==> src/rv_fetch_params.svh <==
// rv_fetch parameters: datapath widths, reset pc and instruction memory depth
`ifndef RV_FETCH_PARAMS_SVH
`define RV_FETCH_PARAMS_SVH

`define RV_FETCH_PC_WD          32
`define RV_FETCH_INST_WD        32
`define RV_FETCH_SRAM_DATA_WD   64
`define RV_FETCH_SRAM_ADDR_WD   6   // 64 words, 128 instructions

// first fetch address after reset
`define RV_FETCH_PC_RESETVAL    32'h0000_0000

`define RV_FETCH_SRAM_DEPTH     (1 << `RV_FETCH_SRAM_ADDR_WD)

`endif

==> src/rv_fetch_pkg.sv <==
// rv_fetch package: pc, instruction and instruction memory types
`include "rv_fetch_params.svh"

package rv_fetch_pkg;

  // byte address of an instruction
  typedef logic [`RV_FETCH_PC_WD-1:0] pc_t;

  // one rv32 instruction
  typedef logic [`RV_FETCH_INST_WD-1:0] inst_t;

  // word index into the 64-bit wide memory
  typedef logic [`RV_FETCH_SRAM_ADDR_WD-1:0] sram_addr_t;

  // two instructions per word, lower address in the low half
  typedef logic [`RV_FETCH_SRAM_DATA_WD-1:0] sram_data_t;

endpackage

==> src/rv_fetch_pc.sv <==
// rv_fetch program counter: next-pc choice and instruction memory read request
`include "rv_fetch_params.svh"

module rv_fetch_pc (
  input  logic                     i_clk,
  input  logic                     i_reset,
  input  logic                     i_load,       // IF ready for the next word
  input  logic                     i_br_taken,
  input  rv_fetch_pkg::pc_t        i_br_target,
  output rv_fetch_pkg::pc_t        o_pc,
  output logic                     o_sram_ren,
  output rv_fetch_pkg::sram_addr_t o_sram_addr
);

  import rv_fetch_pkg::*;

  // byte offset bits inside one memory word
  localparam int unsigned WORD_LSB = $clog2(`RV_FETCH_SRAM_DATA_WD / 8);

  pc_t pc;
  pc_t seq_pc;
  pc_t next_pc;

  assign seq_pc  = pc + pc_t'(4);
  assign next_pc = i_br_taken ? i_br_target : seq_pc;  // jal redirect from ID

  // sits one below the reset pc so the first load lands on it
  always_ff @(posedge i_clk) begin
    if (i_reset) begin
      pc <= pc_t'(`RV_FETCH_PC_RESETVAL - 32'd4);
    end else if (i_load) begin
      pc <= next_pc;
    end
  end

  // read issued with the pc update, so rdata and pc line up next cycle
  assign o_sram_ren  = i_load;
  assign o_sram_addr = next_pc[WORD_LSB +: $bits(sram_addr_t)];
  assign o_pc        = pc;

endmodule

==> config.mk <==
export PLATFORM = sky130hd
export DESIGN_NAME = rv_fetch_pc
export DESIGN_NICKNAME = d
export VERILOG_FILES = /design/src/rv_fetch_pkg.sv /design/src/rv_fetch_pc.sv
export VERILOG_INCLUDE_DIRS = /design/src /design/src/src
export SDC_FILE = /design/constraint.sdc
export NUM_CORES = 1
export LEC_CHECK = 0
export BUFFER_PORTS_ARGS = -buffer_cell sky130_fd_sc_hd__buf_2
export CAP_MARGIN = 20
export CORE_MARGIN = 4
export CORE_UTILIZATION = 40
export DETAILED_ROUTE_END_ITERATION = 8
export GPL_ROUTABILITY_DRIVEN = 0
export GPL_TIMING_DRIVEN = 0
export PLACE_DENSITY = 0.78
export SETUP_SLACK_MARGIN = 0.02
export SYNTH_ARGS = -nofsm -noshare
export SYNTH_HDL_FRONTEND = slang
export SYNTH_SLANG_ARGS = --single-unit
==> constraint.sdc <==
create_clock -name i_clk -period 2.89 [get_ports i_clk]
set_clock_uncertainty 0.2 [all_clocks]
set_input_delay 0.4335 -clock i_clk [delete_from_list [all_inputs] [get_ports i_clk]]
set_output_delay 0.4335 -clock i_clk [all_outputs]
set_load 0.01 [all_outputs]
* Word-level counts from Yosys, hierarchy flattened *
Index checks and enable logic that the tools add are counted.

word-level totals
  logic and storage cells = 3
  output and inout port bits = 39
  register bits after elaboration = 32

cells by class
  add/sub/neg operators = 1
  muxes and demuxes = 1

operators by type and width
  kind                   number
  $add 32x3->32 const B  1
  $mux 32                1

* Logic depth before layout (Yosys ltp) *
  depth after elaboration = 2
  mapped depth = 7
  mapped depth without buffers = 6

* Worst setup path before layout *
OpenSTA, ideal clock, no wires.

  kind = reg-to-reg
  from = register pc[4] (netlist: o_pc[4])
  to = register pc[25] (netlist: o_pc[25])
  data arrival time = 1.972 ns
  cell stages (with the launch flop) = 6
  setup slack = 0.651 ns
  setup time = 0.067 ns
  required time = 2.623 ns
  cells stage by stage = dfxtp_1 nand4_4 or4_4 or3_1 mux2_4 o21ai_2

between the ends
  longest elaborated chain between the ends = 2

RTL lines
  what                    line               text
  from (decl)             rv_fetch_pc.sv:20  pc_t pc;
  from (signal assigned)  rv_fetch_pc.sv:30  pc <= pc_t'(`RV_FETCH_PC_RESETVAL - 32'd4);
  from (signal assigned)  rv_fetch_pc.sv:32  pc <= next_pc;
  $add 32x3->32           rv_fetch_pc.sv:24  assign seq_pc = pc + pc_t'(4);
  $mux 32                 rv_fetch_pc.sv:25  assign next_pc = i_br_taken ? i_br_target : seq_pc;

No other way between the ends.
A chain may end at the register's enable or synchronous reset.

* Worst setup path in the final report *
  from = register pc[2] (netlist: o_pc[2])
  to = register pc[28] (netlist: o_pc[28])

Same word-level chain as after synthesis.

==> flow_metrics.tcl <==
set metrics [dict create \
    max_freq_mhz 380 \
    internal_power_w 0.000824 \
    grt_pass1_wl_um 11200 \
    hold_path_startpoint "i_br_target[18]" \
    crit_type "flop to flop" \
    p_clk_frac 0.289 \
    fin_tns_setup_ns 0 \
    critPathLaunchType "flop" \
    ctsHtreeMaxLevel 2 \
    r2r-start "o_pc[2]" \
    synthAdderAreaFrac 0.00604 \
    fin_crit_sh 0.911 \
    slew_headroom 0.298 \
    setup_viol 0 \
    num_vias 2519 \
    yosys-top-cells-count "dfxtp_1 (32), nand2_1 (31), o21ai_0 (21), a21oi_1 (17), nor2_1 (17)" \
    grt_pass1_vias 2288 \
    port_buffers 73 \
    areaGrowthSynthToFinish_pct 26.1 \
    synth-seq-cells 32 \
    wire_per_inst_um 16.5 \
    peakVddDrop_mv 0.249 \
    reg2reg_to "o_pc[28]" \
    cts_tree "built" \
    die_h_um 80.0 \
    finalWirelength_um 7000 \
    synth-xor-area-share 0.0296 \
    hold_viol 0 \
    rsz0062_at_grt "false" \
    worstMarginPinSlew_ns 1.04 \
    post_cts_buffers 0 \
    synth_edf_count 0 \
    power_density_nw_per_um2 487 \
    cp-end-kind "flop" \
    via_per_inst 5.96 \
    avgSynthCellArea_um2 7.53 \
    r2r_cells 6 \
    post-route-drc-count 0 \
    rows 25 \
    synth_top_area_cell "dfxtp_1" \
    required_ns 2.93 \
    ys.flop_type "dfxtp_1" \
    cts.path.max_buffers 2 \
    worst_ep_arrival_time_ns 2.67 \
    min_path_cells 3 \
    grt_remaining_overflow 0 \
    ys_types 55 \
    hpwl_um 5060 \
    synthCells 275 \
    critical_path.max_fanout 7 \
    syn_nets 312 \
    cts_hold_buffers 0 \
    drt_iter0_markers 319 \
    drv_cap 0 \
    drive_gt1_frac 0.289 \
    hold_path_class "input port to flop" \
    power.leakage_nw 1.11 \
    design.die.area_um2 6400 \
    seq_area_frac_synth 0.309 \
    synth_compound_area_frac 0.247 \
    synthMuxAreaShare 0.0278 \
    async_flop_share 0 \
    grt_max_degree 11 \
    pwr-share-comb 0.301 \
    synth_top_family_by_area "simple AND/OR/NAND/NOR gates" \
    clk_latency_ns 0.29 \
    p_sw_w 0.000447 \
    netlist.area_leader.share 0.309 \
    die_x_um 80.0 \
    slew_violations 0 \
    seqPwrFrac 0.410 \
    yosysWarnings 0 \
    io_pins 75 \
    dr.pass1.iters 5 \
    antenna_cells 0 \
    synthSimpleGateAreaFrac 0.312 \
    fin_nets 392 \
    grt_usage 0.223 \
    largest_register_ffs 32 \
    cts_buffers 5 \
    rrSetupSlack_ns 0.26 \
    status "finished clean" \
    syn_area_um2 2070 \
    layout_min_cycle_time_ns 2.63 \
    synth.area.top_cells "dfxtp_1 (31%), nand2_1 (5.6%), o21ai_0 (5.1%), nor4_1 (4.2%), a21oi_1 (4.1%)" \
    clock_sinks 32 \
    cts_root_buffer "clkbuf_8" \
    crit_path_end "o_pc[28]" \
    yosysMostFrequentCell "dfxtp_1" \
    start_util 0.425 \
    antenna_left 0 \
    antenna_found_initial 0 \
    p_sw_frac 0.352 \
    post_cts_resized 0 \
    clk_pin_slew_ns 0.07 \
    p_total_w 0.00127 \
    core_um2 4880 \
    startpoint "o_pc[2]" \
]
-- area by class of cell --
type	count	area, um2
Clock buffer	6	82.6
Timing Repair Buffer	73	365
Multi-Input combinational cell	212	1290
Tap cell	67	83.8
Clock inverter	2	10.0
Fill cell	494	2270
Sequential cell	32	641
Buffer	25	120
Inverter	6	22.5
-- per-layer routing --
metal | up-vias | routed length (um) | GRT usage
met3 | 16 | 758 | 0.0621
met5 | - | 0 | 0
li1 | 1182 | - | -
met2 | 147 | 3220 | 0.346
met4 | 0 | 164 | 0.0912
met1 | 1174 | 2860 | 0.290
-- power by group through the flow --
stage | logic (W) | clock network, W | registers, W
5_1_grt | 0.000422 | 0.000390 | 0.000527
3_5_place_dp | 0.000376 | 0 | 0.000529
6_report | 0.000382 | 0.000368 | 0.000521
4_1_cts | 0.000379 | 0.000371 | 0.000520
2_1_floorplan | 0.000237 | 0 | 0.000536
3_3_place_gp | 0.000370 | 0 | 0.000529
-- worst min path at each step --
stage | to | slack, ns
floorplan | o_pc[0] | 0.28
global placement | o_pc[1] | 0.24
detailed placement | o_pc[1] | 0.25
CTS | o_pc[18] | 0.17
global route | o_pc[0] | 0.17
finish | o_pc[18] | 0.17
-- stage by stage --
stage          hold slack (ns)   util  setup slack (ns)  instance area (um2)  instances
6_report                 0.167  0.536             0.256                 2610        423
5_1_grt                  0.172  0.536             0.160                 2610        423
4_1_cts                  0.168  0.536             0.308                 2610        423
3_5_place_dp             0.251  0.517             0.301                 2520        415
3_3_place_gp             0.240  0.517             0.277                 2520        415
2_1_floorplan            0.281      -             0.651                 2070        275
-- cell families after synthesis --
kind of cell,after synthesis
buffers and inverters,31
AOI/OAI and AO/OA,78
and+or+nand+nor,121
muxes,5
xor gates and xnor gates,7
adders and majority gates,1
DFF,32
-- layout by cell type, fill, tap and decap left out, drive strengths merged, types with 3 or more instances in the layout --
cell type   n
o22ai       5
buf        83
nand2      31
nand2b      4
nand3      13
nand4       9
o21ai      22
xnor2       3
or4         3
dfxtp      32
or3         4
nor2       17
o31ai       6
mux2        3
clkbuf     21
xor2        4
inv         5
or2         3
clkinv      3
and3        4
nor4       14
nor3       11
a21oi      17
a21bo       3
o211ai      4
-- critical path, stage by stage, from the launching register on --
cell	delay [ns]
dfxtp_1	0.45
ha_1	0.36
nand3_1	0.14
nor4_1	0.81
a2111oi_0	0.25
a31oi_1	0.21
o311a_1	0.17
No activity file was read; power rests on OpenSTA's default activity.
