File: config.mk
export PLATFORM = sky130hd
export DESIGN_NAME = rv_fetch_if_stage
export DESIGN_NICKNAME = d
export VERILOG_FILES = /design/src/rv_fetch_pkg.sv /design/src/rv_fetch_if_stage.sv
export VERILOG_INCLUDE_DIRS = /design/src /design/src/src
export SDC_FILE = /design/constraint.sdc
export NUM_CORES = 1
export LEC_CHECK = 0
export ABC_AREA = 1
export BUFFER_PORTS_ARGS = -buffer_cell sky130_fd_sc_hd__buf_2
export CORE_AREA = 2 2 65 67
export CTS_CLUSTER_DIAMETER = 120
export DETAILED_ROUTE_END_ITERATION = 10
export DIE_AREA = 0 0 67 69
export GPL_ROUTABILITY_DRIVEN = 0
export GPL_TIMING_DRIVEN = 1
export PLACE_DENSITY = 0.78
export RECOVER_POWER = 50
export SLEW_MARGIN = 15
export SYNTH_ARGS = -nofsm -noshare
export SYNTH_HDL_FRONTEND = slang
export SYNTH_SLANG_ARGS = --single-unit
export TNS_END_PERCENT = 1
File: constraint.sdc
create_clock -name i_clk -period 0.8 [get_ports i_clk]
set_clock_uncertainty 0.1 [all_clocks]
set_input_delay 0.12 -clock i_clk [delete_from_list [all_inputs] [get_ports i_clk]]
set_output_delay 0.12 -clock i_clk [all_outputs]
set_load 0.02 [all_outputs]
File: src/rv_fetch_params.svh
// rv_fetch parameters: datapath widths, reset pc and instruction memory depth
`ifndef RV_FETCH_PARAMS_SVH
`define RV_FETCH_PARAMS_SVH

`define RV_FETCH_PC_WD          32
`define RV_FETCH_INST_WD        32
`define RV_FETCH_SRAM_DATA_WD   64
`define RV_FETCH_SRAM_ADDR_WD   6   // 64 words, 128 instructions

// first fetch address after reset
`define RV_FETCH_PC_RESETVAL    32'h0000_0000

`define RV_FETCH_SRAM_DEPTH     (1 << `RV_FETCH_SRAM_ADDR_WD)

`endif

File: src/rv_fetch_pkg.sv
// rv_fetch package: pc, instruction and instruction memory types
`include "rv_fetch_params.svh"

package rv_fetch_pkg;

  // byte address of an instruction
  typedef logic [`RV_FETCH_PC_WD-1:0] pc_t;

  // one rv32 instruction
  typedef logic [`RV_FETCH_INST_WD-1:0] inst_t;

  // word index into the 64-bit wide memory
  typedef logic [`RV_FETCH_SRAM_ADDR_WD-1:0] sram_addr_t;

  // two instructions per word, lower address in the low half
  typedef logic [`RV_FETCH_SRAM_DATA_WD-1:0] sram_data_t;

endpackage

File: src/rv_fetch_if_stage.sv
// rv_fetch IF stage with pre-IF/IF valid control, jal squash and 32-of-64 instruction select
`include "rv_fetch_params.svh"

module rv_fetch_if_stage (
  input  logic                     i_clk,
  input  logic                     i_reset,
  // allowin from ID
  input  logic                     i_ds_allowin,
  // jal redirect from ID
  input  logic                     i_br_taken,
  // pc block and memory
  input  rv_fetch_pkg::pc_t        i_pc,
  input  rv_fetch_pkg::sram_data_t i_sram_rdata,
  output logic                     o_pc_load,
  // to ID
  output logic                     o_fs_to_ds_valid,
  output rv_fetch_pkg::inst_t      o_fs_inst,
  output rv_fetch_pkg::pc_t        o_fs_pc
);

  import rv_fetch_pkg::*;

  // pre-IF always has a next pc to offer once out of reset
  logic to_fs_valid;
  assign to_fs_valid = ~i_reset;

  logic fs_valid;
  logic fs_allowin;

  // empty, or current item moves on this edge
  assign fs_allowin = !fs_valid || i_ds_allowin;

  always_ff @(posedge i_clk) begin
    if (i_reset) begin
      fs_valid <= 1'b0;
    end else if (fs_allowin) begin
      fs_valid <= to_fs_valid;
    end
  end

  // a jal leaving ID implies ds_allowin, so the target is always loaded
  // and shows up in IF next cycle
  assign o_pc_load = (to_fs_valid && fs_allowin) || i_br_taken;

  // wrong-path inst dropped while the jal leaves ID
  assign o_fs_to_ds_valid = fs_valid && !i_br_taken;

  inst_t inst_lo;
  inst_t inst_hi;

  assign inst_lo = i_sram_rdata[0 +: `RV_FETCH_INST_WD];
  assign inst_hi = i_sram_rdata[`RV_FETCH_INST_WD +: `RV_FETCH_INST_WD];

  // pc[2] picks which half of the word
  assign o_fs_inst = i_pc[2] ? inst_hi : inst_lo;
  assign o_fs_pc   = i_pc;

endmodule

# == Yosys cells after proc, flatten, opt, wreduce, memory -nomap -nowiden ==
# Cells that the tools add are included.
# classes
addsub,0
multipliers,0
n_div,0
magnitude_cmp,0
eq_ne,0
shifts,0
muxes,1
bitwise_logic,1
reduce_logical,6
# op_table
operator,count
2-to-1 mux 32 bit,1
logical AND 1 bit,2
logical NOT 1 bit,2
logical OR 1 bit,2
NOT 1 bit,1
# totals
regBits,1
latch_bits,0
mem_bits_rw,0
romBits,0
input_bits,100
out_inout_bits,66
wordCells,9
mem_count,0

# == Longest topological paths before layout ==
# logic_depth
ltp_word,4
mapped_depth,4

# == Worst setup path after synthesis ==
# Ideal clock, no wire load.
# synth_path
kind,input to output
from,input i_pc[2]
to,output o_fs_inst[0]
arrival_time_ns,0.757
required_ns,0.580
path_slack_ns,-0.177
path_stages,2
path_cell_list,buf_6 o21ai_0
# synth_between
elab_chain_len,1
# synth_lines
element,line_no,source
from (decl),rv_fetch_if_stage.sv:12,"input rv_fetch_pkg::pc_t i_pc,"
2-to-1 mux 32 bit,rv_fetch_if_stage.sv:55,assign o_fs_inst = i_pc[2] ? inst_hi : inst_lo;
to (decl),rv_fetch_if_stage.sv:17,"output rv_fetch_pkg::inst_t o_fs_inst,"
# No other way between the ends.

# == Worst setup path after layout ==
# layout_path
from,input i_pc[2]
to,output o_fs_inst[4]
# The elaborated chain is that of the path after synthesis.

==> out/qor.csv <==
stage,metric,value,unit
setup_path,path_buf_inv,3,
grt,grt_first_pass_wirelength,4.27,mm
setup_path,timing.critical_path.cells,"clkbuf_16, clkbuf_16, o21ai_4, buf_6",
pwr,pwr_density_cell,689,nW/um^2
grt,track_usage,11.4,%
clock_network,number_of_hold_buffers_added_after_cts,0,
timing,max_freq,1080,MHz
yosys,synthMostInstantiatedCell,sky130_fd_sc_hd__inv_1,
yosys,synth_area_leaders,"sky130_fd_sc_hd__o21ai_2 (28%), sky130_fd_sc_hd__buf_4 (27%), sky130_fd_sc_hd__inv_1 (15%)",
yosys,synthTopCellsByCount,"sky130_fd_sc_hd__inv_1 (36), sky130_fd_sc_hd__nand2_1 (33), sky130_fd_sc_hd__buf_4 (32), sky130_fd_sc_hd__o21ai_2 (29)",
run_status,outcome,finished with violations,
timing,least_setup_slack_across_all_paths_after_layout,-0.122,ns
final_layout,nNetsFinal,321,
timing,post-route-min-period,0.922,ns
detailed_routing,finalWirelength,3.37,mm
grt,grt_pass1_vias,1032,
run_status,failed_checks,negative setup slack,
setup_path,path_common_cell,sky130_fd_sc_hd__clkbuf_16,
final_layout,final_core_utilization,48.2,%
detailed_routing,drt_iter0_markers,11,
grt,largest_net_degree_at_the_start_of_global_routing,15,
yosys,synth.yosys.seq_area_share,2.22,%
pwr,power.leakage,1.01,nW
placed_design,number_of_buffer_cells_added_on_primary_ports,103,
floorplanning,floorplan.core_area,3910,um^2
setup_path,cp_slowest_stage_delay,0.17,ns
detailed_routing,wl_per_cell,12.5,um
setup_path,cp-start-kind,input port,
placed_design,place_worst_setup_slack,-0.279,ns
yosys,synthDominantAreaCellType,sky130_fd_sc_hd__o21ai_2,
timing,setup_repair_after_global_routing_missed_its_margin,true,
yosys,syn_area_per_cell,6.27,um^2
yosys,netlist.area_leader.share,28.1,%
floorplanning,die_height,69,um
placed_design,detailedPlacementHpwl,2.22,mm
run,cap_violations,0,
setup_path,setup.worst_path.end_class,primary output,
setup_path,req_time_crit_path,0.58,ns
setup_path,cp_slowest_cell,sky130_fd_sc_hd__clkbuf_16,
timing,report.final.setup_viol,35,
timing,timing.max_slew.rel_slack,91.9,%
grt,gr-total-overflow,0,
yosys,synth_enable_flop_cells,0,
pwr,max-vdd-ir-drop,0.000348,V
detailed_routing,vias_per_instance,4.17,
final_layout,area_growth_syn_to_layout,109,%
yosys,synthArstFlopShare,0,%
yosys,synth.distinct_cells,11,
timing,max_slew.worst_pin.slew,0.121,ns
setup_path,worst-endpoint-arrival,0.70,ns
pwr,total_power,1.30,mW
final_layout,largestRegisters,fs_valid x1,
timing,finalHoldWorstSlack,0.140,ns
yosys,synth_cell_area,903,um^2
final_layout,registers.top_by_ff_count,fs_valid,
timing,drv_slew,0,
final_layout,layout-drive-gt1-share,72.6,%
final_layout,nFillCells,371,
final_layout,largest_reg_flops,1,
floorplanning,dieArea,4620,um^2
yosys,synth.yosys.warnings,0,
floorplanning,io_pins,166,
floorplanning,row_count,23,
setup_path,path_delay_family,buffers and inverters,
detailed_routing,routed-via-count,1122,
detailed_routing,antenna_violating_nets_post_route,0,
yosys,postSynthNetCount,244,
hold_path,holdCritPathClass,in -> out,
yosys,synthCells,144,
detailed_routing,drc,0,
grt,grt_antenna_before_repair,0,
final_layout,insertedDiodeCount,0,
setup_path,crit_path_max_fanout,6,
timing,final_hold_viol_count,0,
floorplanning,die_x,67,um
yosys,synth.ff_latch_count,1,
yosys,dominantRegCellSynth,sky130_fd_sc_hd__dfxtp_1,
floorplanning,floorplan.initialDensity,23.1,%
timing,final.period_utilization,115,%
detailed_routing,drt_pass1_iterations,3,
setup_path,critPathKind,in -> out,
timing,setup-tns-final,-3.25,ns
==> path summary, 6_finish.rpt <==
| path | cells after the start | startpoint | slack (ns) | end |
|---|---|---|---|---|
| min | 0 | i_pc[0] | 0.14 | o_fs_pc[0] |
| max | 4 | i_pc[2] | -0.12 | o_fs_inst[4] |
==> layout make-up <==
| type | count | area, um^2 | area share (%) |
|---|---|---|---|
| well taps | 50 | 62.6 | 3.32 |
| repair buffers | 114 | 995 | 52.8 |
| flip-flops and latches | 1 | 20.0 | 1.06 |
| multi-input cells | 68 | 673 | 35.7 |
| inverters | 36 | 135 | 7.17 |
==> kinds of logic after synthesis <==
group | after synthesis | synth area share (%)
flops | 1 | 2.22
compound gates | 32 | 29.8
simple gates | 36 | 15.5
buf+inv | 75 | 52.5
==> where the power goes <==
part / total, mW / internal, mW / switching [mW]
sequential: 0.0548 / 0.0536 / 0.00119
clock: 0 / 0 / 0
combinational: 1.25 / 0.651 / 0.594
==> routing by layer <==
layer / GRT usage, % / vias to the layer above / share of wire, %
li1: - / 548 / -
met1: 8.28 / 488 / 26
met2: 26.6 / 74 / 63
met3: 1.31 / 12 / 9.9
met4: 3.40 / 0 / 1.7
met5: 0 / - / 0
==> placed cells by master, fill, tap and decap left out, drive strengths merged <==
master / Yosys / layout
buf: 39 / 110
inv: 36 / 36
nand2: 35 / 35
o21ai: 32 / 32
clkbuf: 0 / 4
nor2: 1 / 1
dfxtp: 1 / 1
==> repair_timing <==
action | in CTS | in global routing
setup endpoints to repair | 35 | 35
gates resized for setup | 67 | 22
setup buffers | 0 | 0
pin swaps | 5 | 26
cloned | 3 | 4
==> metrics by stage <==
step	cells	instance area (um^2)
6_report	269	1890
3_3_place_gp	262	1420
4_1_cts	265	1700
2_1_floorplan	144	1110
3_5_place_dp	262	1420
5_1_grt	269	1890
Note: power is estimated with default switching activity, not from simulation.
