**src/rv_fetch_params.svh**
```systemverilog
// rv_fetch parameters: datapath widths, reset pc and instruction memory depth
`ifndef RV_FETCH_PARAMS_SVH
`define RV_FETCH_PARAMS_SVH

`define RV_FETCH_PC_WD          32
`define RV_FETCH_INST_WD        32
`define RV_FETCH_SRAM_DATA_WD   64
`define RV_FETCH_SRAM_ADDR_WD   6   // 64 words, 128 instructions

// first fetch address after reset
`define RV_FETCH_PC_RESETVAL    32'h0000_0000

`define RV_FETCH_SRAM_DEPTH     (1 << `RV_FETCH_SRAM_ADDR_WD)

`endif

```
**src/rv_fetch_pkg.sv**
```systemverilog
// rv_fetch package: pc, instruction and instruction memory types
`include "rv_fetch_params.svh"

package rv_fetch_pkg;

  // byte address of an instruction
  typedef logic [`RV_FETCH_PC_WD-1:0] pc_t;

  // one rv32 instruction
  typedef logic [`RV_FETCH_INST_WD-1:0] inst_t;

  // word index into the 64-bit wide memory
  typedef logic [`RV_FETCH_SRAM_ADDR_WD-1:0] sram_addr_t;

  // two instructions per word, lower address in the low half
  typedef logic [`RV_FETCH_SRAM_DATA_WD-1:0] sram_data_t;

endpackage

```
**src/rv_fetch_id_stage.sv**
```systemverilog
// rv_fetch ID stage latches IF output, resolves JAL and drives the branch bus to fetch
module rv_fetch_id_stage (
  input  logic                i_clk,
  input  logic                i_reset,
  // from IF
  input  logic                i_fs_to_ds_valid,
  input  rv_fetch_pkg::inst_t i_fs_inst,
  input  rv_fetch_pkg::pc_t   i_fs_pc,
  // allowin
  input  logic                i_es_allowin,
  output logic                o_ds_allowin,
  // branch bus back to pc and IF
  output logic                o_br_taken,
  output rv_fetch_pkg::pc_t   o_br_target,
  // to execute
  output logic                o_ds_to_es_valid,
  output rv_fetch_pkg::pc_t   o_ds_to_es_pc,
  output rv_fetch_pkg::inst_t o_ds_to_es_inst
);

  import rv_fetch_pkg::*;

  localparam logic [6:0] OPC_JAL = 7'b1101111;

  logic  ds_valid;
  logic  ds_allowin;
  pc_t   ds_pc;
  inst_t ds_inst;

  assign ds_allowin = !ds_valid || i_es_allowin;

  always_ff @(posedge i_clk) begin
    if (i_reset) begin
      ds_valid <= 1'b0;
    end else if (ds_allowin) begin
      ds_valid <= i_fs_to_ds_valid;
    end
  end

  // payload only moves on a real transfer
  always_ff @(posedge i_clk) begin
    if (i_fs_to_ds_valid && ds_allowin) begin
      ds_pc   <= i_fs_pc;
      ds_inst <= i_fs_inst;
    end
  end

  logic is_jal;
  pc_t  j_imm;

  assign is_jal = (ds_inst[6:0] == OPC_JAL);

  // J-type immediate with bit 0 always zero
  assign j_imm = {{11{ds_inst[31]}}, ds_inst[31], ds_inst[19:12],
                  ds_inst[20], ds_inst[30:21], 1'b0};

  assign o_br_target = ds_pc + j_imm;

  // pulse as the jal leaves and never while held
  assign o_br_taken = ds_valid && is_jal && i_es_allowin;

  assign o_ds_allowin     = ds_allowin;
  assign o_ds_to_es_valid = ds_valid;
  assign o_ds_to_es_pc    = ds_pc;
  assign o_ds_to_es_inst  = ds_inst;

endmodule

```
**config.mk**
```make
export PLATFORM = sky130hd
export DESIGN_NAME = rv_fetch_id_stage
export DESIGN_NICKNAME = d
export VERILOG_FILES = /design/src/rv_fetch_pkg.sv /design/src/rv_fetch_id_stage.sv
export VERILOG_INCLUDE_DIRS = /design/src /design/src/src
export SDC_FILE = /design/constraint.sdc
export NUM_CORES = 1
export LEC_CHECK = 0
export BUFFER_PORTS_ARGS = -buffer_cell sky130_fd_sc_hd__buf_4
export CAP_MARGIN = 25
export CORE_ASPECT_RATIO = 1.2
export CORE_MARGIN = 2
export CORE_UTILIZATION = 47
export CTS_BUF_LIST = sky130_fd_sc_hd__clkbuf_8
export CTS_CLUSTER_DIAMETER = 80
export CTS_CLUSTER_SIZE = 10
export DETAILED_ROUTE_END_ITERATION = 7
export PLACE_DENSITY = 0.79
export REMOVE_ABC_BUFFERS = 1
export SLEW_MARGIN = 20
export SYNTH_ARGS = -nofsm -noshare
export SYNTH_HDL_FRONTEND = slang
export SYNTH_SLANG_ARGS = --single-unit
```
**constraint.sdc**
```tcl
create_clock -name i_clk -period 8.1 [get_ports i_clk]
set_input_delay 1.62 -clock i_clk [delete_from_list [all_inputs] [get_ports i_clk]]
set_output_delay 1.62 -clock i_clk [all_outputs]
set_load 0.01 [all_outputs]
```
# Yosys cells after proc, flatten, opt, wreduce, memory -nomap -nowiden

Cells that the tools add are included.

Register bits after elaboration: 65
Latch bits: 0
RAM bits: 0
Memory bits (read-only): 0
Input port bits: 68
Memories: 0

Add/sub/neg operators: 1
Multiply operators: 0
Div/mod/pow operators: 0
$lt $le $gt $ge: 0
Eq/ne operators: 1
Shift-type cells: 0
Mux-type cells: 0
Bitwise gates (word level): 0
Reductions and logical operators: 5

Operators by type and width:

| cell               | number |
|---|---|
| $add 32x32->32     | 1 |
| $eq 7x7->1 const B | 1 |
| $logic_and 1x1->1  | 3 |
| $logic_not 1->1    | 1 |
| $logic_or 1x1->1   | 1 |

# Longest topological paths before layout

Gate-level depths: netlist of run 1.

Depth after elaboration: 3
Mapped depth: 8
Mapped depth without buffers: 8

# Worst setup path after synthesis of run 1

Ideal clock, no wire load.

Kind: register -> output
Start point: register ds_pc[1] (netlist: o_ds_to_es_pc[1])
End point: output o_br_target[11]
Data arrival time: 2.348 ns
Data required time: 6.480 ns
Path slack: 4.132 ns
Stages on the path, launching flop included: 9
Buffers on the path: 0
Path through: edfxtp_1 ha_1 fa_1 a21o_2 a31oi_2 nor2_1 o21a_1 or4_1 nand3_1

Longest elaborated chain between the ends: 1

Ends and longest elaborated chain:

| what                     | RTL line                | text |
|---|---|---|
| start: declaration       | rv_fetch_id_stage.sv:27 | `pc_t ds_pc;` |
| start signal: assignment | rv_fetch_id_stage.sv:43 | `ds_pc <= i_fs_pc;` |
| $add 32x32->32           | rv_fetch_id_stage.sv:57 | `assign o_br_target = ds_pc + j_imm;` |
| end: declaration         | rv_fetch_id_stage.sv:14 | `output rv_fetch_pkg::pc_t o_br_target,` |

No other way between the ends.

# Final worst setup path of run 1

Start point: register ds_pc[1] (netlist: o_ds_to_es_pc[1])
End point: output o_br_target[19]

Same word-level chain as after synthesis.

==> impl_results.md, run 1 <==
- Status: finished clean
- Initial antenna violation count: 0
- Starting DRT DRC Count: 195
- DRT antenna net count: 0
- Fin crit period: 4.58 ns
- Grt total ovfl: 0
- Sw power: 0.000312 W
- Final instance area: 0.00534 sq mm
- Post-CTS Setup Repair Bufs: 0
- Combinational power share: 0.325
- Tightest Hold Check Type: reg2reg
- CTS root buffer: clkbuf_8
- GRT busiest layer: met2
- Max-cap viol count: 0
- Mapped Area: 0.00385 sq mm
- Avg Vias per Cell: 5.69
- Clock buffer depth: 2
- Register bit count reported by yosys: 65
- Peak VDD IR: 0.000140 V
- Crit-path cells: ha_1 -> fa_1 -> a21o_2 -> a31oi_2 -> or4b_4 -> nand3_1 -> a2111oi_1 -> a311oi_1 -> buf_4
- CP max FO: 3
- Clk pwr share: 0.260
- WS Path Type: reg2out
- Sequential element share of the synthesized area: 0.505
- Placed cell area: 0.00516 sq mm
- R2R Setup Slk: 6.14 ns
- Arrival @ worst endpoint: 2.96 ns
- Slew @ Worst Pin: 0.626 ns
- Cell taking the most area after synthesis: edfxtp_1
- RSZ-0062 raised after global routing: no
- Register share of total power: 0.415
- PD cells: 183 mW/mm^2
- CTS Buf Count: 9
- Kind of end point of the critical path: primary output
- Core area: 0.00802 sq mm
- Syn_area_per_cell: 11.0 sq um
- # DRC: 0
- Site Rows: 36
- Async set-or-reset flop fraction in the synthesized netlist: 0
- GRT met2 Usage: 0.408
- DIE WIDTH: 86.6 um
- Full die area: 0.00893 sq mm
- Syn. warnings: 0
- Clk sinks: 65
- Avg WL per Cell: 16.8 um
- Hold-fix buffers, CTS: 0
- Hold Fails Final Rpt: 0
- Fmax: 0.218 GHz
- Pin count of the biggest net entering global routing: 39
- First-pass GRT wire length: 16300 um
- Chip Height: 103 um
- Switch share: 0.319
- # H-tree levels: 3
- Distinct cells, synth: 61
- Setup violators final: 0
- Via count: 3499
- Share of cells above drive strength 1: 0.375
- Worst EP required: 6.48 ns
- Pleak: 2.29 nW
- Hpwl dp: 8150 um
- Relative slew margins: 0.583
- Crit path largest cell delay: 0.42 ns
- Clk slew on worst S/H paths: 0.08 ns
- Final Skew: 0.0100 ns
- Crit-path slowest cell: fa_1
- Period utilization: 0.566
- Mapped Cells: 349
- Post-CTS resize count: 0
- Met1 Use GR: 0.269
- Post-synth EDFFs: 64
- Final Max Slew Viols: 0
- Setup TNS Final: 0 ns
- Boundary Pins: 167
- Routed wire length: 10300 um
- Cell Int Power: 0.000665 W
- Synth top area cells: edfxtp_1 (50%), ha_1 (9.8%), a21oi_1 (4.3%), xnor2_1 (3.9%), nand2_1 (2.8%)
- Latest clock arrival within the worst-skew pair: 0.35 ns
- Grt met3 use: 0.0568
- CP startpoint kind: flop
- Initial Utilization: 0.480
- Tot GR Track Use: 0.236
- TritonRoute pass-1 iters: 7
- PortBufs: 166
- RePlAce Congestion: 0.898
- Top cell type's share of synthesized area: 0.499
- Fin nets: 614
- Ant diodes: 0
- Area growth syn-to-layout: 38.8%
- Ys flop type: edfxtp_1
- Vias in the first global route: 3512
- TritonCTS clock tree: done
kinds of logic (layout without fill, tap and decap cells):
logic type | Yosys count | count (layout) | synth area share
compound gates | 99 | 99 | 0.171
xor+xnor | 24 | 24 | 0.0546
fa+ha+maj | 31 | 31 | 0.103
buf+inv | 20 | 191 | 0.0237
flops | 65 | 65 | 0.505
simple gates | 110 | 110 | 0.144
sequential cells by signal (all words and copies together), names as in the netlist:
register and flops:
o_ds_to_es_valid 1, o_ds_to_es_inst 32, o_ds_to_es_pc 32
placed cells by master (no fill, tap or decap), types with 3 or more instances in the layout:
cell,netlist,layout
buf_4,2,167
edfxtp_1,64,64
a21oi_1,33,33
ha_1,30,30
nand2_1,29,29
nor2_1,27,27
xnor2_1,17,17
o21ai_0,17,17
nand3_1,13,13
clkbuf_8,0,10
nor3_1,9,9
inv_1,8,8
nand4_1,7,7
a21o_1,7,7
xor2_1,7,7
a211oi_1,5,5
a31oi_1,5,5
nor4_1,4,4
nand2b_1,3,3
nor2b_1,3,3
clkinv_4,0,3
worst max-delay path, delay by kind of cell, from the launching register on:
| kind | cells | cell delay [ns] |
|---|---|---|
| fa+ha+maj | 2 | 0.67 |
| buf+inv | 1 | 0.19 |
| compound gates | 4 | 1.03 |
| flops | 1 | 0.41 |
| simple gates | 2 | 0.32 |
Yosys cell counts (all sizes together), types with 2 or more instances:
library cell,count
a21o,9
a31oi,7
nor2,27
a21oi,34
o41ai,2
o21ai,19
and2,2
nor3,9
nand3,14
nor2b,3
nand4,7
o2111ai,2
inv,8
a2111oi,2
o21a,2
edfxtp,64
xor2,7
nor4,5
and3,3
buf,4
a211oi,5
nand2b,3
clkbuf,8
or4,2
o21bai,2
and4,2
o211ai,2
nand2,29
xnor2,17
ha,30
layer usage:
layer,vias to the layer above,part of all wire
met5,-,0
met4,0,0.037
met3,29,0.055
met2,137,0.52
met1,1655,0.39
li1,1678,-
metrics by stage:
step	cells	hold slack, ns	total power, W	utilization	setup slack, ns
2_1_floorplan	337	0.605	0.000584	-	4.13
3_3_place_gp	599	0.531	0.000723	0.644	4.01
3_5_place_dp	599	0.543	0.000729	0.644	3.93
4_1_cts	615	0.559	0.000983	0.666	3.53
5_1_grt	615	0.596	0.00103	0.666	3.31
6_report	615	0.567	0.000977	0.666	3.52
power groups by stage:
stage / logic [W] / clock network, W / registers [W]
2_1_floorplan: 0.000162 / 0 / 0.000422
3_3_place_gp: 0.000310 / 0 / 0.000413
3_5_place_dp: 0.000316 / 0 / 0.000414
4_1_cts: 0.000317 / 0.000259 / 0.000406
5_1_grt: 0.000347 / 0.000275 / 0.000408
6_report: 0.000318 / 0.000254 / 0.000406
worst paths after layout:
check / depth (start not counted) / from / to
setup / recovery: 9 / o_ds_to_es_pc[1] / o_br_target[19]
hold / removal: 2 / o_ds_to_es_valid / o_ds_to_es_valid
setup reg to reg: 3 / o_ds_to_es_valid / o_ds_to_es_pc[20]
hold reg to reg: 2 / o_ds_to_es_valid / o_ds_to_es_valid
area by class of cell:
class                           instances  area [sq um]
Tap cell                               95           119
Inverter                                8          30.0
Sequential cell                        65          1940
Clock inverter                          6          43.8
Timing Repair Buffer                  167          1250
Clock buffer                           10           138
Fill cell                             644          2680
Multi-Input combinational cell        264          1820
No activity file was read; power rests on OpenSTA's default activity.
==> run 2: changes to the inputs <==
--- a/config.mk
+++ b/config.mk
@@ -10,7 +10,7 @@
 export CAP_MARGIN = 25
 export CORE_ASPECT_RATIO = 1.2
 export CORE_MARGIN = 2
-export CORE_UTILIZATION = 47
+export CORE_UTILIZATION = 45
 export CTS_BUF_LIST = sky130_fd_sc_hd__clkbuf_8
 export CTS_CLUSTER_DIAMETER = 80
 export CTS_CLUSTER_SIZE = 10
==> constraint.sdc (replaced) <==
create_clock -name i_clk -period 4 [get_ports i_clk]
set_input_delay 0.8 -clock i_clk [delete_from_list [all_inputs] [get_ports i_clk]]
set_output_delay 0.8 -clock i_clk [all_outputs]
set_load 0.01 [all_outputs]
==> impl_results.md, run 2 (synthesis results as in run 1) <==
- Most common cell after layout, fill and taps aside: buf_4
- WHS: 0.560 ns
- Initial antenna violation count: 0
- Latest clock arrival within the worst-skew pair: 0.35 ns
- Arrival @ worst endpoint: 2.94 ns
- Hpwl dp: 7890 um
- CP endpoint: o_br_target[27]
- Hold Fails Final Rpt: 0
- Share of cells above drive strength 1: 0.373
- Peak VDD IR: 0.000317 V
- FF-to-FF Start: o_ds_to_es_valid
- First-pass GRT wire length: 16000 um
- Setup violators final: 0
- R2R Setup Slk: 2.36 ns
- Critical Path Source: o_ds_to_es_inst[31]
- Fmax: 0.268 GHz
- Clock buffer depth: 2
- Period utilization: 0.934
- RSZ-0062 raised after global routing: no
- # DRC: 0
- Final Skew: 0.0145 ns
- CTS Buf Count: 9
- DRT antenna net count: 0
- CTS root buffer: clkbuf_8
- Via count: 3413
- Worst Reg-to-Reg Cells: 3
- Post-CTS Setup Repair Bufs: 0
- Worst hold start: o_ds_to_es_valid
- Starting DRT DRC Count: 199
- Tightest Hold Check Type: reg2reg
- Post-Route Utilization: 0.659
- DIE WIDTH: 88.4 um
- Chip Height: 105 um
- Area growth syn-to-layout: 40.4%
- Hold-fix buffers, CTS: 0
- Fin nets: 614
- Max-cap viol count: 0
- TritonRoute pass-1 iters: 4
- CP startpoint kind: flop
- Tot GR Track Use: 0.221
- # H-tree levels: 3
- Slew @ Worst Pin: 0.800 ns
- Avg WL per Cell: 16.1 um
- PortBufs: 166
- Most frequent cells in the layout: buf_4 (167), edfxtp_1 (64), a21oi_1 (33), ha_1 (30), nand2_1 (29)
- Grt total ovfl: 0
- Clk sinks: 65
- CP max FO: 13
- Routed wire length: 10200 um
- Boundary Pins: 167
- Full die area: 0.00931 sq mm
- TritonCTS clock tree: done
- PD cells: 385 mW/mm^2
- WS Path Type: reg2out
- Final Max Slew Viols: 0
- Kind of end point of the critical path: primary output
- Clk slew on worst S/H paths: 0.08 ns
- Pin count of the biggest net entering global routing: 65
- RePlAce Congestion: 0.915
- Reg2reg end: o_ds_to_es_pc[24]
- Avg Vias per Cell: 5.38
- Worst EP required: 3.20 ns
- Post-CTS resize count: 0
- Setup TNS Final: 0 ns
- Vias in the first global route: 3353
- Pleak: 2.30 nW
- Fin crit period: 3.74 ns
- Relative slew margins: 0.467
- Core area: 0.00820 sq mm
- Ant diodes: 0
- Site Rows: 36
- Initial Utilization: 0.469
- Status: finished clean
## run 2: where the power goes
part | switching [W] | internal (W) | leakage, nW
sequential | 0.0000255 | 0.000798 | 0.627
combinational | 0.000334 | 0.000307 | 1.57
clock | 0.000267 | 0.000351 | 0.107
## run 2: routing by layer
metal,global-route usage,part of all wire,vias up
li1,-,-,1679
met1,0.266,0.40,1589
met2,0.374,0.51,124
met3,0.0384,0.058,21
met4,0.106,0.027,0
met5,0,0,-
## run 2: worst min path at each step
stage	end	slack, ns	cells past startpoint
floorplan	o_ds_to_es_valid	0.61	2
global placement	o_ds_to_es_valid	0.53	2
detailed placement	o_ds_to_es_valid	0.54	2
CTS	o_ds_to_es_valid	0.56	2
global route	o_ds_to_es_valid	0.58	2
finish	o_ds_to_es_valid	0.56	2
## run 2: per-stage QoR
step | instance area, sq um | total power, W | setup slack, ns | std cells
after floorplan | 3790 | 0.00118 | 0.852 | 337
after global placement | 5180 | 0.00146 | 0.743 | 618
after detailed placement | 5180 | 0.00147 | 0.682 | 618
after CTS | 5400 | 0.00209 | 0.284 | 634
after global routing | 5400 | 0.00218 | 0.0649 | 634
final | 5400 | 0.00208 | 0.264 | 634
## run 2: worst max-delay path: stages (launching register included)
cell and delay (ns):
edfxtp_1 0.62, ha_1 0.51, a21oi_1 0.17, o21ai_0 0.12, o41ai_1 0.44, o21ai_0 0.17, a31oi_1 0.22, xnor2_1 0.17
buf_4 0.16
## run 2: final cells by class
| cell class | instances | area (sq um) |
|---|---|---|
| tap | 114 | 143 |
| inverter | 8 | 30.0 |
| multi-input combinational | 264 | 1820 |
| sequential | 65 | 1940 |
| clock inverter | 7 | 93.8 |
| fill | 677 | 2800 |
| clock buffer | 9 | 124 |
| timing repair buffer | 167 | 1250 |
==> run 3: changes to the inputs <==
--- a/config.mk
+++ b/config.mk
@@ -6,11 +6,12 @@
 export SDC_FILE = /design/constraint.sdc
 export NUM_CORES = 1
 export LEC_CHECK = 0
+export ABC_AREA = 1
 export BUFFER_PORTS_ARGS = -buffer_cell sky130_fd_sc_hd__buf_4
 export CAP_MARGIN = 25
 export CORE_ASPECT_RATIO = 1.2
 export CORE_MARGIN = 2
-export CORE_UTILIZATION = 45
+export CORE_UTILIZATION = 46
 export CTS_BUF_LIST = sky130_fd_sc_hd__clkbuf_8
 export CTS_CLUSTER_DIAMETER = 80
 export CTS_CLUSTER_SIZE = 10
==> impl_results.md, run 3 <==
- Routed wire length: 11400 um
- Final WS setup: 0.700 ns
- Status: finished clean
- Kind of end point of the critical path: primary output
- TritonCTS clock tree: done
- Post-CTS Setup Repair Bufs: 0
- Vias in the first global route: 3943
- RePlAce Congestion: 0.960
- Placed cell area: 0.00566 sq mm
- Pin count of the biggest net entering global routing: 43
- Top cell type's share of synthesized area: 0.453
- CP startpoint kind: flop
- Hold Fails Final Rpt: 0
- # H-tree levels: 3
- Ant diodes: 0
- R2R Setup Slk: 2.33 ns
- Fin nets: 814
- Syn. warnings: 0
- Via count: 4027
- TritonRoute pass-1 iters: 6
- Commonest cells in the netlist: nand2_1 (207), inv_1 (100), edfxtp_1 (64)
- Distinct cells, synth: 22
- Core area: 0.00899 sq mm
- Avg WL per Cell: 13.5 um
- Peak VDD IR: 0.000234 V
- Async set-or-reset flop fraction in the synthesized netlist: 0
- Slew @ Worst Pin: 0.782 ns
- Most frequent cells in the layout: nand2_1 (207), buf_4 (166), inv_1 (100), edfxtp_1 (64), nor2_1 (38)
- Period utilization: 0.825
- Relative slew margins: 0.477
- Fmax: 0.303 GHz
- DRT antenna net count: 0
- Sequential element share of the synthesized area: 0.458
- Initial antenna violation count: 0
- Cell taking the most area after synthesis: edfxtp_1
- Syn_area_per_cell: 7.89 sq um
- Clk slew on worst S/H paths: 0.09 ns
- RSZ-0062 raised after global routing: no
- Full die area: 0.0100 sq mm
- Fin crit period: 3.30 ns
- FF-to-FF Start: o_ds_to_es_valid
- Cells after DPL: 824
- Synth Area in Adders: 0.0932
- Tightest Hold Check Type: reg2reg
- Chip Height: 109 um
- Mapped Area: 0.00424 sq mm
- Grt total ovfl: 0
- Hold-fix buffers, CTS: 0
- Hpwl dp: 9520 um
- Post-Synth XOR/XNOR Area: 0.0330
- Mapped Cells: 538
- Initial Utilization: 0.472
- Arrival @ worst endpoint: 2.50 ns
- Clock buffer depth: 2
- Final Max Slew Viols: 0
- Setup violators final: 0
- First-pass GRT wire length: 17800 um
- DIE WIDTH: 91.7 um
- Post-synth EDFFs: 64
- Site Rows: 38
- Worst hold start: o_ds_to_es_valid
- Pre-CTS setup slack: 1.10 ns
- Starting DRT DRC Count: 189
- Clk sinks: 65
- WHS: 0.567 ns
- PortBufs: 166
- Most frequent cell after synthesis: nand2_1
- Tot GR Track Use: 0.229
- Ys flop type: edfxtp_1
- Area growth syn-to-layout: 37.8%
- Most common cell after layout, fill and taps aside: nand2_1
- WS Path Type: reg2out
- Final instance area: 0.00585 sq mm
- Worst EP required: 3.20 ns
- Post-synthesis mux area share: 0
- Critical Path Source: o_ds_to_es_pc[1]
- Post-synthesis compound-gate area fraction: 0.0339
- CTS root buffer: clkbuf_8
- Fin cells: 840
- Final Skew: 0.00777 ns
- CP max FO: 4
- # DRC: 0
- Main combinational cell family by area after synthesis: simple AND/OR/NAND/NOR gates
- Register bit count reported by yosys: 65
- Pleak: 3.16 nW
- Post-CTS resize count: 0
- PD cells: 343 mW/mm^2
- Latest clock arrival within the worst-skew pair: 0.35 ns
- Max-cap viol count: 0
- Avg Vias per Cell: 4.79
- CTS Buf Count: 9
- Simple-gate area share of the yosys netlist: 0.290
- Boundary Pins: 167
- Synth top area cells: edfxtp_1 (45%), nand2_1 (18%), ha_1 (8.8%), inv_1 (8.8%), nor2_1 (3.4%)
- Share of cells above drive strength 1: 0.285
-- run 3: area by class of cell --
type                            count  area (sq um)
Clock buffer                        9           124
Inverter                          102           383
Sequential cell                    65          1940
Tap cell                          120           150
Clock inverter                      7          61.3
Fill cell                         792          3140
Timing Repair Buffer              167          1270
Multi-Input combinational cell    370          1920
-- run 3: final timing paths --
kind | cells past startpoint | endpoint
setup / recovery | 13 | o_br_target[29]
hold / removal | 2 | o_ds_to_es_valid
setup reg to reg | 2 | o_ds_to_es_pc[0]
hold reg to reg | 2 | o_ds_to_es_valid
-- run 3: critical path: stages, from the launching register on --
cell	delay, ns
edfxtp_1	0.40
ha_1	0.27
fa_1	0.48
nand3_1	0.14
nand3_2	0.09
nand2_1	0.08
nand2_2	0.10
nand2_1	0.09
nand2_2	0.08
nand2_1	0.11
nand2_1	0.06
nand2_1	0.05
nand2_1	0.04
buf_4	0.14
-- run 3: through the flow --
stage | setup TNS, ns | total power [W] | utilization
after detailed placement | 0 | 0.00149 | 0.630
after floorplan | -29.16 | 0.00119 | -
after global routing | 0 | 0.00211 | 0.651
final | 0 | 0.00200 | 0.651
after CTS | 0 | 0.00202 | 0.651
after global placement | 0 | 0.00148 | 0.630
-- run 3: metal layers --
metal  wire, um  global-route usage  up-vias
li1           -                   -     2045
met1       4560               0.267     1819
met2       5720               0.398      140
met3        751              0.0532       23
met4        329               0.108        0
met5          0                   0        -
-- run 3: logic make-up after synthesis --
group,count (synthesis)
buffers and inverters,103
DFF,65
AOI/OAI and AO/OA,26
adders and majority gates,31
xor gates and xnor gates,16
and+or+nand+nor,297
-- run 3: power by group --
part           internal [W]  switching, W
sequential         0.000797     0.0000251
clock              0.000236      0.000292
combinational      0.000290      0.000365
